`config.mk`:
```
export PLATFORM = sky130hd
export DESIGN_NAME = vic_top
export DESIGN_NICKNAME = d
export VERILOG_FILES = /design/src/design/vic_pkg.sv /design/src/design/vic_top.sv /design/src/design/vic_ctrl.sv /design/src/design/irq_priority.sv /design/src/design/irq_line.sv /design/src/design/irq_input_stage.sv
export VERILOG_INCLUDE_DIRS = /design/src /design/src/design
export SDC_FILE = /design/constraint.sdc
export NUM_CORES = 1
export LEC_CHECK = 0
export BUFFER_PORTS_ARGS = -buffer_cell sky130_fd_sc_hd__buf_2
export CAP_MARGIN = 10
export CELL_PAD_IN_SITES_DETAIL_PLACEMENT = 0
export CELL_PAD_IN_SITES_GLOBAL_PLACEMENT = 1
export CORE_MARGIN = 5
export CORE_UTILIZATION = 37
export CTS_CLUSTER_DIAMETER = 40
export DETAILED_ROUTE_END_ITERATION = 10
export GPL_TIMING_DRIVEN = 1
export PLACE_DENSITY = 0.71
export SETUP_SLACK_MARGIN = 0.02
export SYNTH_ARGS = -nofsm -noshare
export SYNTH_HDL_FRONTEND = slang
export SYNTH_SLANG_ARGS = --single-unit
```
`constraint.sdc`:
```
create_clock -name clk -period 4 [get_ports clk]
set_input_delay 1 -clock clk [delete_from_list [all_inputs] [get_ports clk]]
set_output_delay 1 -clock clk [all_outputs]
set_load 0.02 [all_outputs]
```
`src/design/vic_cfg.svh`:
```
`ifndef VIC_CFG_SVH
`define VIC_CFG_SVH

////////////////////
// Interrupt lines
////////////////////

// Number of external lines, a power of two up to 32
`define VIC_NUM_IRQ 8

////////////////////
// Vector table
////////////////////

// Byte address of the handler for line 0
`define VIC_ISR_BASE 32'h0000_0100
// Log2 of handler slot size, 16 bytes per slot
`define VIC_VEC_SHIFT 4

`endif
```
`src/design/vic_pkg.sv`:
```
`default_nettype none

`include "vic_cfg.svh"

package vic_pkg;

   // Instruction address as seen by fetch
   typedef logic [31:0] addr_t;
   // Processor condition codes
   typedef logic [3:0] cc_t;
   // Interrupt line number
   typedef logic [$clog2(`VIC_NUM_IRQ)-1:0] irq_id_t;
   // One bit per interrupt line
   typedef logic [`VIC_NUM_IRQ-1:0] irq_mask_t;

   // Controller states
   typedef enum logic [1:0] {
      IDLE,
      WAIT_SLOT,
      IN_ISR,
      RETURN_WAIT
   } vic_state_e;

endpackage

`default_nettype wire

```
`src/design/vic_top.sv`:
```
`default_nettype none

`include "vic_cfg.svh"

module vic_top
   import vic_pkg::*;
(
   input  logic      clk,
   input  logic      rst,
   // External lines and mask write port
   input  irq_mask_t i_irq,
   input  logic      i_en_we,
   input  irq_mask_t i_en_data,
   // Processor side
   input  addr_t     i_pc,
   input  cc_t       i_cc,
   input  logic      i_not_flush,
   input  logic      i_reti,
   output logic      o_redirect,
   output addr_t     o_target_pc,
   output logic      o_cc_restore,
   output cc_t       o_cc
);

   // Input stage to lines
   irq_mask_t edge_vec;
   irq_mask_t enable_vec;
   // Lines to selector
   irq_mask_t pending_vec;
   // Selector to controller
   logic      req;
   irq_id_t   req_id;
   // Controller acknowledge, broadcast to every line
   logic      ack;
   irq_id_t   ack_id;

   irq_input_stage u_input (
      .clk      (clk),
      .rst      (rst),
      .i_irq    (i_irq),
      .i_en_we  (i_en_we),
      .i_en_data(i_en_data),
      .o_edge   (edge_vec),
      .o_enable (enable_vec)
   );

   // One pending latch per line
   for (genvar k = 0; k < `VIC_NUM_IRQ; k++)
   begin : g_line
      irq_line #(
         .LINE_ID(k)
      ) u_line (
         .clk      (clk),
         .rst      (rst),
         .i_edge   (edge_vec[k]),
         .i_enable (enable_vec[k]),
         .i_ack    (ack),
         .i_ack_id (ack_id),
         .o_pending(pending_vec[k])
      );
   end

   irq_priority u_priority (
      .i_pending(pending_vec),
      .o_req    (req),
      .o_id     (req_id)
   );

   vic_ctrl u_ctrl (
      .clk         (clk),
      .rst         (rst),
      .i_req       (req),
      .i_id        (req_id),
      .i_pc        (i_pc),
      .i_cc        (i_cc),
      .i_not_flush (i_not_flush),
      .i_reti      (i_reti),
      .o_ack       (ack),
      .o_ack_id    (ack_id),
      .o_redirect  (o_redirect),
      .o_target_pc (o_target_pc),
      .o_cc_restore(o_cc_restore),
      .o_cc        (o_cc)
   );

endmodule

`default_nettype wire

```
`src/design/vic_ctrl.sv`:
```
`default_nettype none

`include "vic_cfg.svh"

module vic_ctrl
   import vic_pkg::*;
(
   input  logic    clk,
   input  logic    rst,
   // Request from the priority selector
   input  logic    i_req,
   input  irq_id_t i_id,
   // Processor context at the execute stage
   input  addr_t   i_pc,
   input  cc_t     i_cc,
   // Execute stage holds a real instruction, not a bubble
   input  logic    i_not_flush,
   // Return from interrupt, one cycle pulse
   input  logic    i_reti,
   // Acknowledge back to the lines
   output logic    o_ack,
   output irq_id_t o_ack_id,
   // Fetch redirect
   output logic    o_redirect,
   output addr_t   o_target_pc,
   // Condition code restore on true return
   output logic    o_cc_restore,
   output cc_t     o_cc
);

   vic_state_e state;

   // Context of the interrupted program
   addr_t saved_pc;
   cc_t   saved_cc;

   // Take of a new handler from WAIT_SLOT
   logic take_ok;
   // Accepted return
   logic reti_ok;
   // Return with another line waiting
   logic chain;

   // Handler entry address for a line
   function automatic addr_t vec_addr(input irq_id_t id);
      addr_t offset;
      begin
         offset = addr_t'(id) << `VIC_VEC_SHIFT;
         return addr_t'(`VIC_ISR_BASE) + offset;
      end
   endfunction

   ////////////////////
   // Handshake decode
   ////////////////////

   always_comb
   begin
      // Context is only valid when execute holds a real instruction
      // Request stays up in WAIT_SLOT, nothing acks it there
      take_ok = (state == WAIT_SLOT) && i_not_flush;
      // Ignore a return while the handler's own redirect is still in flight
      reti_ok = (state == IN_ISR) && i_reti && !o_redirect;
      chain   = reti_ok && i_req;
      // Ack names the line presented this cycle
      o_ack    = take_ok || chain;
      o_ack_id = i_id;
   end

   ////////////////////
   // State machine
   ////////////////////

   always_ff @(posedge clk)
   begin
      if (rst)
      begin
         state        <= IDLE;
         o_redirect   <= 1'b0;
         o_cc_restore <= 1'b0;
      end
      else
      begin
         // Both are single cycle pulses
         o_redirect   <= 1'b0;
         o_cc_restore <= 1'b0;
         case (state)
            IDLE:
            begin
               if (i_req)
                  state <= WAIT_SLOT;
            end
            WAIT_SLOT:
            begin
               // Stay here as long as execute holds a bubble
               if (take_ok)
               begin
                  state      <= IN_ISR;
                  o_redirect <= 1'b1;
               end
            end
            IN_ISR:
            begin
               if (chain)
               begin
                  // Tail chain, straight into the next handler
                  o_redirect <= 1'b1;
               end
               else if (reti_ok)
               begin
                  state        <= RETURN_WAIT;
                  o_redirect   <= 1'b1;
                  o_cc_restore <= 1'b1;
               end
            end
            RETURN_WAIT:
            begin
               // Restore redirect goes out in this cycle
               state <= IDLE;
            end
            default:
            begin
               state <= IDLE;
            end
         endcase
      end
   end

   ////////////////////
   // Context and target
   ////////////////////

   always_ff @(posedge clk)
   begin
      // Saved once per entry, kept across tail chains
      if (take_ok)
      begin
         saved_pc <= i_pc;
         saved_cc <= i_cc;
      end
      if (o_ack)
         o_target_pc <= vec_addr(i_id);
      else if (reti_ok)
      begin
         // Back to the interrupted program
         o_target_pc <= saved_pc;
         o_cc        <= saved_cc;
      end
   end

endmodule

`default_nettype wire

```
`src/design/irq_priority.sv`:
```
`default_nettype none

`include "vic_cfg.svh"

module irq_priority
   import vic_pkg::*;
(
   // Pending flags from every line
   input  irq_mask_t i_pending,
   // Some line wants service
   output logic      o_req,
   // Winning line, lowest number first
   output irq_id_t   o_id
);

   // Search result
   irq_id_t id_sel;

   ////////////////////
   // Fixed priority
   ////////////////////

   // Walk from the top down so the lowest set bit is written last
   always_comb
   begin
      id_sel = '0;
      for (int i = `VIC_NUM_IRQ - 1; i >= 0; i--)
      begin
         if (i_pending[i])
            id_sel = irq_id_t'(i);
      end
   end

   // Request is any pending line
   assign o_req = |i_pending;
   // Id only meaningful while o_req is high
   assign o_id  = id_sel;

endmodule

`default_nettype wire

```
`src/design/irq_line.sv`:
```
`default_nettype none

module irq_line
   import vic_pkg::*;
#(
   // Index of this line, compared against the acknowledge id
   parameter int LINE_ID = 0
)
(
   input  logic    clk,
   input  logic    rst,
   // Edge pulse and enable bit for this line
   input  logic    i_edge,
   input  logic    i_enable,
   // Broadcast acknowledge from the controller
   input  logic    i_ack,
   input  irq_id_t i_ack_id,
   output logic    o_pending
);

   // Pending latch
   logic pending_q;
   // Acknowledge addressed to this line
   logic ack_hit;
   // Enabled edge seen this cycle
   logic set_req;

   assign ack_hit = i_ack && (i_ack_id == irq_id_t'(LINE_ID));
   assign set_req = i_edge && i_enable;

   // Set wins over clear
   // An edge arriving with its own acknowledge is a new event
   always_ff @(posedge clk)
   begin
      if (rst)
         pending_q <= 1'b0;
      else if (set_req)
         pending_q <= 1'b1;
      else if (ack_hit)
         pending_q <= 1'b0;
   end

   assign o_pending = pending_q;

endmodule

`default_nettype wire

```
`src/design/irq_input_stage.sv`:
```
`default_nettype none

module irq_input_stage
   import vic_pkg::*;
(
   input  logic      clk,
   input  logic      rst,
   // Raw asynchronous lines
   input  irq_mask_t i_irq,
   // Mask write port
   input  logic      i_en_we,
   input  irq_mask_t i_en_data,
   // Rising edge pulses, one cycle each
   output irq_mask_t o_edge,
   // Current enable mask
   output irq_mask_t o_enable
);

   ////////////////////
   // Synchronizer
   ////////////////////

   // First and second flop of the per-line synchronizer
   irq_mask_t sync_1;
   irq_mask_t sync_2;
   // Delayed copy for edge detection
   irq_mask_t sync_3;
   // Registered edge pulses
   irq_mask_t edge_q;
   // Enable mask register
   irq_mask_t enable_q;

   // Raw line sampled at t lands in sync_2 at t+1
   // Edge pulse is registered at t+2
   always_ff @(posedge clk)
   begin
      if (rst)
      begin
         sync_1 <= '0;
         sync_2 <= '0;
         sync_3 <= '0;
         edge_q <= '0;
      end
      else
      begin
         sync_1 <= i_irq;
         sync_2 <= sync_1;
         sync_3 <= sync_2;
         // Rising edge, new level high and old level low
         edge_q <= sync_2 & ~sync_3;
      end
   end

   ////////////////////
   // Enable mask
   ////////////////////

   // All lines masked out of reset
   always_ff @(posedge clk)
   begin
      if (rst)
         enable_q <= '0;
      else if (i_en_we)
         enable_q <= i_en_data;
   end

   assign o_edge   = edge_q;
   assign o_enable = enable_q;

endmodule

`default_nettype wire

```
==> impl_metrics.py, run 1 <==
metrics = {
    "synthesis": {
        "ys_top_cells_by_count": "72 x edfxtp_1, 52 x dfxtp_1, 32 x nor2b_1, 29 x and2_1, 13 x nor2_1",
        "synthCells": 290,
        "ys_types": 38,
        "synth_top_area_share_pct": 50.48,
        "synth_flop_cell": "edfxtp_1",
        "synth_area_leaders": "edfxtp_1 50%, dfxtp_1 24%, nor2b_1 4.7%, and2_1 4.2%, mux2i_1 2.1%",
        "async_reset_ff_share_pct": 0,
        "synth-edff-count": 72,
        "syn_nets": 351,
        "synth.avg_cell_area_um2": 14.77,
        "ys_ff_latch": 124,
        "ys_warn_count": 0,
        "ys_seq_area_share_pct": 74.79,
        "synth_area_mm2": 0.004283,
        "yosysTopAreaCell": "edfxtp_1",
        "yosysMostFrequentCell": "edfxtp_1",
    },
    "critical_path": {
        "crit_family": "buffers and inverters",
        "worstPathCellList": "buf_2 -> and2_2 -> nor2_1 -> inv_1 -> buf_4",
        "critical-path-slowest-cell": "inv_1",
        "path_max_fanout": 18,
        "cp_slowest_stage_delay_ns": 0.48,
        "end_kind": "flop",
        "cp_num_buf_inv": 3,
        "arrival_ns": 2.43,
        "worstSetupPathType": "input pin to flop",
        "cp.required_ns": 4.09,
        "critPathLaunchType": "input pin",
    },
    "timing": {
        "fmax_mhz": 428.4,
        "skew_ns": 0.005332,
        "finalCritPeriodShare_pct": 58.35,
        "drv_slew": 0,
        "final.setup.tns_ns": 0,
        "worst_pin_slew_ns": 0.7653,
        "max-slew-margin-rel_pct": 48.98,
        "finalWorstPathRequiredPeriod_ns": 2.334,
        "finalSetupViolations": 0,
        "hold_slack_ns": 0.3764,
        "hold_viol_final": 0,
        "fin_ws_ns": 1.666,
        "rsz0062_at_grt": "no",
    },
    "global_route": {
        "antenna_found_initial": 0,
        "grtUsageMet1_pct": 13.87,
        "grt_max_degree": 43,
        "grt-ovfl-total": 0,
        "use_met3_pct": 4.709,
        "grt_pass1_vias": 2472,
        "top_usage_layer": "met2",
        "grt_pass1_wl_um": 12310,
        "grt_util_met2_pct": 16.90,
        "track_usage_pct": 11.19,
    },
    "clocking": {
        "numCtsBuffers": 17,
        "ctsHtreeMaxLevel": 4,
        "clkSinkCount": 124,
        "path_clk_slew_ns": 0.06,
        "post_cts_resized": 0,
        "clockBufferDepth": 2,
        "root_buffer": "clkbuf_16",
        "cts_setup_buffers": 0,
        "clkLatencyLatePin_ns": 0.40,
        "hold_buffers": 0,
        "cts_tree": "done",
    },
    "power_and_ir_drop": {
        "ir_drop_uv": 382.8,
        "leakage_nw": 2.171,
        "powerDensity_mw_per_mm2": 646.5,
    },
    "status": {
        "outcome": "completed",
    },
    "layout": {
        "layout-drive-gt1-share_pct": 35.05,
        "fillers": 988,
        "finalNonFillerCells": 551,
        "layout.nets": 457,
        "area_delta_synth_final_pct": 29.83,
        "diodes": 0,
        "multiInputGateArea_mm2": 0.001015,
        "final_core_util_pct": 48.91,
        "seq_area_mm2": 0.003203,
    },
    "detailed_routing": {
        "drtIter0Drc": 100,
        "drc": 0,
        "wire_per_inst_um": 13.68,
        "drt_first_pass_iters": 6,
        "viasPerCell": 4.454,
        "ant_nets": 0,
        "wl_um": 7537,
        "vias": 2454,
    },
    "worst_hold_path": {
        "min-delay-path-class": "flop to flop",
    },
    "placed_design": {
        "gp_congestion": 0.7503,
        "dp.cells": 520,
        "io_buffers": 94,
        "dp_hpwl_um": 5276,
        "pre_cts_ws_ns": 1.228,
    },
    "floorplan": {
        "num_rows": 39,
        "core_mm2": 0.01137,
        "top_level_ports": 95,
        "dieHeight_um": 117.6,
        "dieArea_mm2": 0.01383,
        "start_util_pct": 37.67,
        "die_x_um": 117.6,
    },
    "run": {
        "cap_violations": 0,
    },
}
==> report_power, final <==
| group | switching [mW] | internal (mW) |
|---|---|---|
| Clock | 0.547 | 1.11 |
| Sequential | 0.0304 | 1.52 |
| Combinational | 0.247 | 0.141 |
==> logic make-up (layout without fill, tap and decap cells) <==
family	after synthesis	after routing	share of synthesized area, %
AO/OA/AOI/OAI	31	31	5.084
adder cells (fa/ha/maj)	4	4	1.169
buffers and inverters	17	135	1.548
flip-flops	124	124	74.79
multiplexers	11	11	2.629
AND/OR/NAND/NOR	103	103	14.78
==> area by class of cell <==
class	instances	area share [%]
clock buffers	18	7.718
clock inverters	13	3.870
inverters	7	0.4725
multi-input cells	149	18.25
flip-flops and latches	124	57.61
well taps	143	3.218
repair buffers	97	8.866
==> cells in the final DEF, fill, tap and decap left out, types with 2 or more instances in the layout <==
master / n
nor2b_1: 32
inv_1: 7
bufinv_16: 5
a22o_1: 2
nor4_4: 2
o21ai_0: 4
inv_6: 2
ha_1: 4
nor2_1: 13
a21oi_1: 10
mux2_2: 2
clkbuf_16: 17
and2_1: 28
mux2i_1: 9
buf_4: 3
edfxtp_1: 72
dfxtp_1: 52
nand2_1: 12
a311oi_1: 4
nor3_1: 3
o31ai_1: 4
buf_2: 94
clkinv_4: 4
==> flip-flops by register name, indices dropped and copies added (netlist names) <==
name and flops:
u_input.sync_3 8, u_ctrl.o_redirect 1, u_ctrl.state 2, u_ctrl.o_cc_restore 1
u_input.o_edge 8, u_input.sync_1 8, u_input.o_enable 8, g_line.u_line.o_pending 8
u_ctrl.o_cc 4, u_ctrl.saved_pc 32, u_ctrl.saved_cc 4, u_input.sync_2 8
u_ctrl.o_target_pc 32
==> routing by layer <==
metal  vias to the layer above  share of wire [%]
met1                      1120                 46
met4                         0                1.5
met3                        11                6.8
met5                         -                  0
li1                       1242                  -
met2                        81                 45
==> worst paths after layout <==
kind                       endpoint  cells past startpoint         startpoint  slack (ns)
max          u_ctrl.o_target_pc[17]                      5        i_not_flush        1.67
min               u_input.o_edge[4]                      1  u_input.sync_3[4]        0.38
max reg2reg  u_ctrl.o_target_pc[17]                      6    u_ctrl.state[1]        1.74
min reg2reg       u_input.o_edge[4]                      1  u_input.sync_3[4]        0.38
==> per-stage QoR <==
step | instance area, µm² | power [mW]
after detailed placement | 4916 | 1.976
after CTS | 5560 | 3.639
after global placement | 4916 | 1.959
final | 5560 | 3.595
after global routing | 5560 | 3.737
after floorplan | 4283 | 1.839
==> worst reg2reg max path, delay by kind of cell (launching register included) <==
| family | cells | cell delay (ns) |
|---|---|---|
| adders and majority gates | 1 | 0.18 |
| buffers and inverters | 3 | 0.95 |
| DFF | 1 | 0.32 |
| and+or+nand+nor | 2 | 0.49 |
(Power assumes the default switching activity.)
==> inputs of run 2 (changes only) <==
--- a/config.mk
+++ b/config.mk
@@ -15,7 +15,7 @@
 export CTS_CLUSTER_DIAMETER = 40
 export DETAILED_ROUTE_END_ITERATION = 10
 export GPL_TIMING_DRIVEN = 1
-export PLACE_DENSITY = 0.71
+export PLACE_DENSITY = 0.73
 export SETUP_SLACK_MARGIN = 0.02
 export SYNTH_ARGS = -nofsm -noshare
 export SYNTH_HDL_FRONTEND = slang
==> constraint.sdc (replaced) <==
create_clock -name clk -period 2.1 [get_ports clk]
set_input_delay 0.525 -clock clk [delete_from_list [all_inputs] [get_ports clk]]
set_output_delay 0.525 -clock clk [all_outputs]
set_load 0.02 [all_outputs]
==> run 2 against run 1 <==
Net effect:
- critical endpoint is now u_ctrl.o_target_pc[14]
- largest cell class unchanged
- register-to-register slack got worse by 1.5 ns
- design area is 0.77% higher
- highest routed layer unchanged
- clock-buffer cell count shrank 1
==> impl_metrics.py, run 2 (synthesized netlist as in run 1, its figures left out) <==
metrics = {
    "global_route": {
        "grt_max_degree": 42,
        "grt-ovfl-total": 0,
        "grt_pass1_wl_um": 12170,
        "track_usage_pct": 11.25,
        "grt_pass1_vias": 2417,
        "antenna_found_initial": 0,
    },
    "layout": {
        "final_area_mm2": 0.005603,
        "area_delta_synth_final_pct": 30.82,
        "reg_top3": "u_ctrl.o_target_pc (32), u_ctrl.saved_pc (32)",
        "layout.nets": 460,
        "layout_common_cells": "94 x buf_2, 72 x edfxtp_1, 51 x dfxtp_1, 32 x nor2b_1, 28 x and2_1",
        "seq_area_mm2": 0.003204,
        "layout-drive-gt1-share_pct": 37.38,
        "multiInputGateArea_mm2": 0.001037,
        "fillers": 998,
        "mostFrequentLayoutCell": "buf_2",
    },
    "worst_hold_path": {
        "min-delay-path-class": "input pin to flop",
    },
    "clocking": {
        "hold_buffers": 0,
        "clkLatencyLatePin_ns": 0.41,
        "clkSinkCount": 124,
        "numCtsBuffers": 17,
        "cts_setup_buffers": 0,
        "ctsHtreeMaxLevel": 4,
        "cts_tree": "done",
        "root_buffer": "clkbuf_16",
        "post_cts_resized": 0,
        "path_clk_slew_ns": 0.06,
        "clockBufferDepth": 2,
    },
    "timing": {
        "fmax_mhz": 542.6,
        "skew_ns": 0.009558,
        "worst_pin_slew_ns": 0.4447,
        "hold_viol_final": 0,
        "rsz0062_at_grt": "no",
        "max-slew-margin-rel_pct": 70.13,
        "finalCritPeriodShare_pct": 87.76,
        "finalWorstPathRequiredPeriod_ns": 1.843,
        "drv_slew": 0,
        "fin_ws_ns": 0.2571,
        "finalSetupViolations": 0,
    },
    "placed_design": {
        "io_buffers": 94,
        "dp_hpwl_um": 5222,
        "placed_area_mm2": 0.004966,
        "pre_cts_ws_ns": 0.2478,
        "gp_congestion": 0.7709,
    },
    "detailed_routing": {
        "drt_first_pass_iters": 4,
        "drc": 0,
        "viasPerCell": 4.513,
        "vias": 2509,
        "wire_per_inst_um": 13.48,
        "drtIter0Drc": 181,
        "wl_um": 7494,
        "ant_nets": 0,
    },
    "critical_path": {
        "rrSetupSlack_ns": 0.26,
        "arrival_ns": 2.00,
        "critPathLaunchType": "flop",
        "end_kind": "flop",
        "path_max_fanout": 21,
        "cp.required_ns": 2.26,
        "worstSetupPathType": "flop to flop",
    },
    "floorplan": {
        "die_x_um": 117.6,
        "top_level_ports": 95,
        "core_mm2": 0.01137,
        "start_util_pct": 37.67,
        "dieHeight_um": 117.6,
        "dieArea_mm2": 0.01383,
        "num_rows": 39,
    },
    "run": {
        "cap_violations": 0,
    },
    "power_and_ir_drop": {
        "power_mw": 6.806,
        "leakage_nw": 2.173,
        "ir_drop_uv": 636.4,
        "powerDensity_mw_per_mm2": 1215,
    },
    "status": {
        "outcome": "completed",
    },
}
run 2: changes by cell type in the layout (fill, tap and decap cells not counted), sizes merged:
| cell | change |
|---|---|
| buf | +3 |
| bufinv | -1 |
| clkbuf | -1 |
| clkinv | -2 |
| clkinvlp | +3 |
| diode | +1 |
| inv | +2 |
run 2: power by group:
part / switching (mW) / total [mW] / leakage (nW) / internal (mW)
Sequential: 0.0600 / 2.96 / 1.08 / 2.90
Combinational: 0.476 / 0.765 / 0.789 / 0.288
Clock: 1.08 / 3.08 / 0.303 / 2.00
Total: 1.62 / 6.81 / 2.17 / 5.19
run 2: worst paths after layout:
kind	start	endpoint	cells past startpoint
setup / recovery	u_ctrl.state[0]	u_ctrl.o_target_pc[14]	7
hold / removal	i_pc[13]	u_ctrl.saved_pc[13]	1
hold reg to reg	u_input.sync_3[0]	u_input.o_edge[0]	1
setup reg to reg	u_ctrl.state[0]	u_ctrl.o_target_pc[14]	7
run 2: per-stage QoR:
stage           TNS (ns)  util (%)  cells  hold slack [ns]
2_1_floorplan  -0.009840         -    290           0.3674
6_report               0     49.28    556           0.2863
5_1_grt                0     49.26    555           0.2650
3_5_place_dp           0     43.68    523           0.3711
4_1_cts                0     49.26    555           0.2692
3_3_place_gp           0     43.68    523           0.3724
run 2: cell type report:
class | instances | share of cell area (%)
clock inverters | 15 | 3.729
well taps | 143 | 3.193
inverters | 7 | 0.5360
repair buffers | 100 | 9.201
clock buffers | 17 | 7.593
diodes | 1 | 0.04466
flip-flops and latches | 124 | 57.19
multi-input cells | 149 | 18.51
run 2: critical path: stages (launching register included):
cell	delay (ns)
dfxtp_1	0.33
inv_1	0.13
ha_1	0.23
nand3b_1	0.18
a21oi_2	0.26
nor2_2	0.10
buf_4	0.20
and2_1	0.17
run 2: layer usage:
| layer | vias to the layer above | share of wire [%] | global-route usage [%] |
|---|---|---|---|
| li1 | 1255 | - | - |
| met1 | 1150 | 46 | 14.45 |
| met2 | 91 | 44 | 15.95 |
| met3 | 13 | 8.0 | 4.757 |
| met4 | 0 | 2.2 | 6.237 |
| met5 | - | 0 | 0 |
==> inputs of run 3 (changes only) <==
--- a/config.mk
+++ b/config.mk
@@ -11,11 +11,11 @@
 export CELL_PAD_IN_SITES_DETAIL_PLACEMENT = 0
 export CELL_PAD_IN_SITES_GLOBAL_PLACEMENT = 1
 export CORE_MARGIN = 5
-export CORE_UTILIZATION = 37
+export CORE_UTILIZATION = 39
 export CTS_CLUSTER_DIAMETER = 40
 export DETAILED_ROUTE_END_ITERATION = 10
 export GPL_TIMING_DRIVEN = 1
-export PLACE_DENSITY = 0.73
+export PLACE_DENSITY = 0.76
 export SETUP_SLACK_MARGIN = 0.02
 export SYNTH_ARGS = -nofsm -noshare
 export SYNTH_HDL_FRONTEND = slang
==> run 3 against run 2 <==
Net effect:
- largest cell class unchanged
- highest routed layer unchanged
- via count barely moved
- sequential cell count stayed put
- fmax is 2.9% higher
- largest power group is now sequential cells
==> impl_metrics.py, run 3 (synthesized netlist as in run 1, its figures left out) <==
metrics = {
    "power_and_ir_drop": {
        "leakage_nw": 2.178,
        "powerDensity_mw_per_mm2": 1197,
        "ir_drop_uv": 487.6,
        "power_mw": 6.684,
    },
    "clocking": {
        "cts_tree": "done",
        "numCtsBuffers": 17,
        "clkLatencyLatePin_ns": 0.51,
        "clockBufferDepth": 2,
        "cts_setup_buffers": 0,
        "root_buffer": "clkbuf_8",
        "hold_buffers": 0,
        "path_clk_slew_ns": 0.06,
        "clkSinkCount": 124,
        "ctsHtreeMaxLevel": 4,
        "post_cts_resized": 0,
    },
    "worst_hold_path": {
        "min_path_cells": 1,
        "min-delay-path-class": "input pin to flop",
    },
    "layout": {
        "layout_common_cells": "94 x buf_2, 72 x edfxtp_1, 51 x dfxtp_1, 32 x nor2b_1, 28 x and2_1",
        "layout-drive-gt1-share_pct": 37.53,
        "mostFrequentLayoutCell": "buf_2",
        "reg_top3": "u_ctrl.o_target_pc (32), u_ctrl.saved_pc (32)",
        "seq_area_mm2": 0.003204,
        "layout.nets": 461,
        "multiInputGateArea_mm2": 0.001037,
        "fillers": 919,
        "area_delta_synth_final_pct": 30.38,
        "diodes": 0,
        "final_area_mm2": 0.005584,
    },
    "detailed_routing": {
        "wl_um": 7386,
        "drc": 0,
        "vias": 2507,
        "viasPerCell": 4.533,
        "wire_per_inst_um": 13.36,
        "drtIter0Drc": 99,
        "ant_nets": 0,
        "drt_first_pass_iters": 4,
    },
    "critical_path": {
        "end_kind": "flop",
        "critical-path-slowest-cell": "nor4_4",
        "worstSetupPathType": "flop to flop",
        "cp.required_ns": 2.35,
        "cp_num_buf_inv": 0,
        "critPathLaunchType": "flop",
        "path_max_fanout": 5,
        "cp_slowest_stage_delay_ns": 0.48,
        "crit_cells": 4,
        "arrival_ns": 2.04,
        "reg2reg_depth": 4,
        "crit_family": "simple AND/OR/NAND/NOR gates",
        "worstPathCellList": "nor4_4 -> a21oi_2 -> nor2_2 -> mux2_2",
    },
    "timing": {
        "finalSetupViolations": 0,
        "hold_viol_final": 0,
        "final.setup.tns_ns": 0,
        "fmax_mhz": 558.6,
        "drv_slew": 0,
        "max-slew-margin-rel_pct": 70.41,
        "finalWorstPathRequiredPeriod_ns": 1.790,
        "hold_slack_ns": 0.1923,
        "fin_ws_ns": 0.3098,
        "finalCritPeriodShare_pct": 85.25,
        "worst_pin_slew_ns": 0.4405,
        "rsz0062_at_grt": "no",
        "skew_ns": 0.007498,
    },
    "global_route": {
        "grt_pass1_vias": 2373,
        "grt_pass1_wl_um": 11420,
        "track_usage_pct": 11.62,
        "grt_max_degree": 42,
        "grt-ovfl-total": 0,
        "antenna_found_initial": 0,
    },
    "floorplan": {
        "num_rows": 38,
        "top_level_ports": 95,
        "core_mm2": 0.01079,
        "start_util_pct": 39.68,
        "die_x_um": 114.8,
        "dieHeight_um": 114.8,
        "dieArea_mm2": 0.01318,
    },
    "run": {
        "cap_violations": 0,
    },
    "placed_design": {
        "io_buffers": 94,
        "dp_hpwl_um": 5190,
        "placed_area_mm2": 0.004970,
        "gp_congestion": 0.7351,
        "pre_cts_ws_ns": 0.2944,
    },
    "status": {
        "outcome": "completed",
    },
}
## run 3: final timing paths
kind / from / end / slack [ns]
max reg2reg: g_line[4].u_line.o_pending / u_ctrl.o_target_pc[4] / 0.31
min reg2reg: u_input.sync_3[0] / u_input.o_edge[0] / 0.38
max: g_line[4].u_line.o_pending / u_ctrl.o_target_pc[4] / 0.31
min: i_pc[13] / u_ctrl.saved_pc[13] / 0.19
## run 3: through the flow
stage	instances	utilization [%]
after floorplan	290	-
after global placement	521	46.05
after detailed placement	521	46.05
after CTS	553	51.74
after global routing	553	51.74
final	553	51.74
## run 3: area by class of cell
class,instances,area share (%)
inverter,7,0.5378
sequential,124,57.38
clock inverter,15,3.585
clock buffer,17,7.417
tap,140,3.137
timing repair buffer,101,9.366
multi-input combinational,149,18.57
## run 3: power breakdown
| group | leakage, nW | switching, mW | internal, mW |
|---|---|---|---|
| registers | 1.08 | 0.0602 | 2.90 |
| logic | 0.794 | 0.474 | 0.295 |
| clock network | 0.303 | 1.11 | 1.85 |
## run 3: metal layers
metal | vias up | part of all wire (%) | track usage (%)
met4 | 0 | 2.1 | 5.947
li1 | 1252 | - | -
met5 | - | 0 | 0
met3 | 12 | 9.2 | 4.632
met1 | 1158 | 42 | 13.25
met2 | 85 | 47 | 18.98
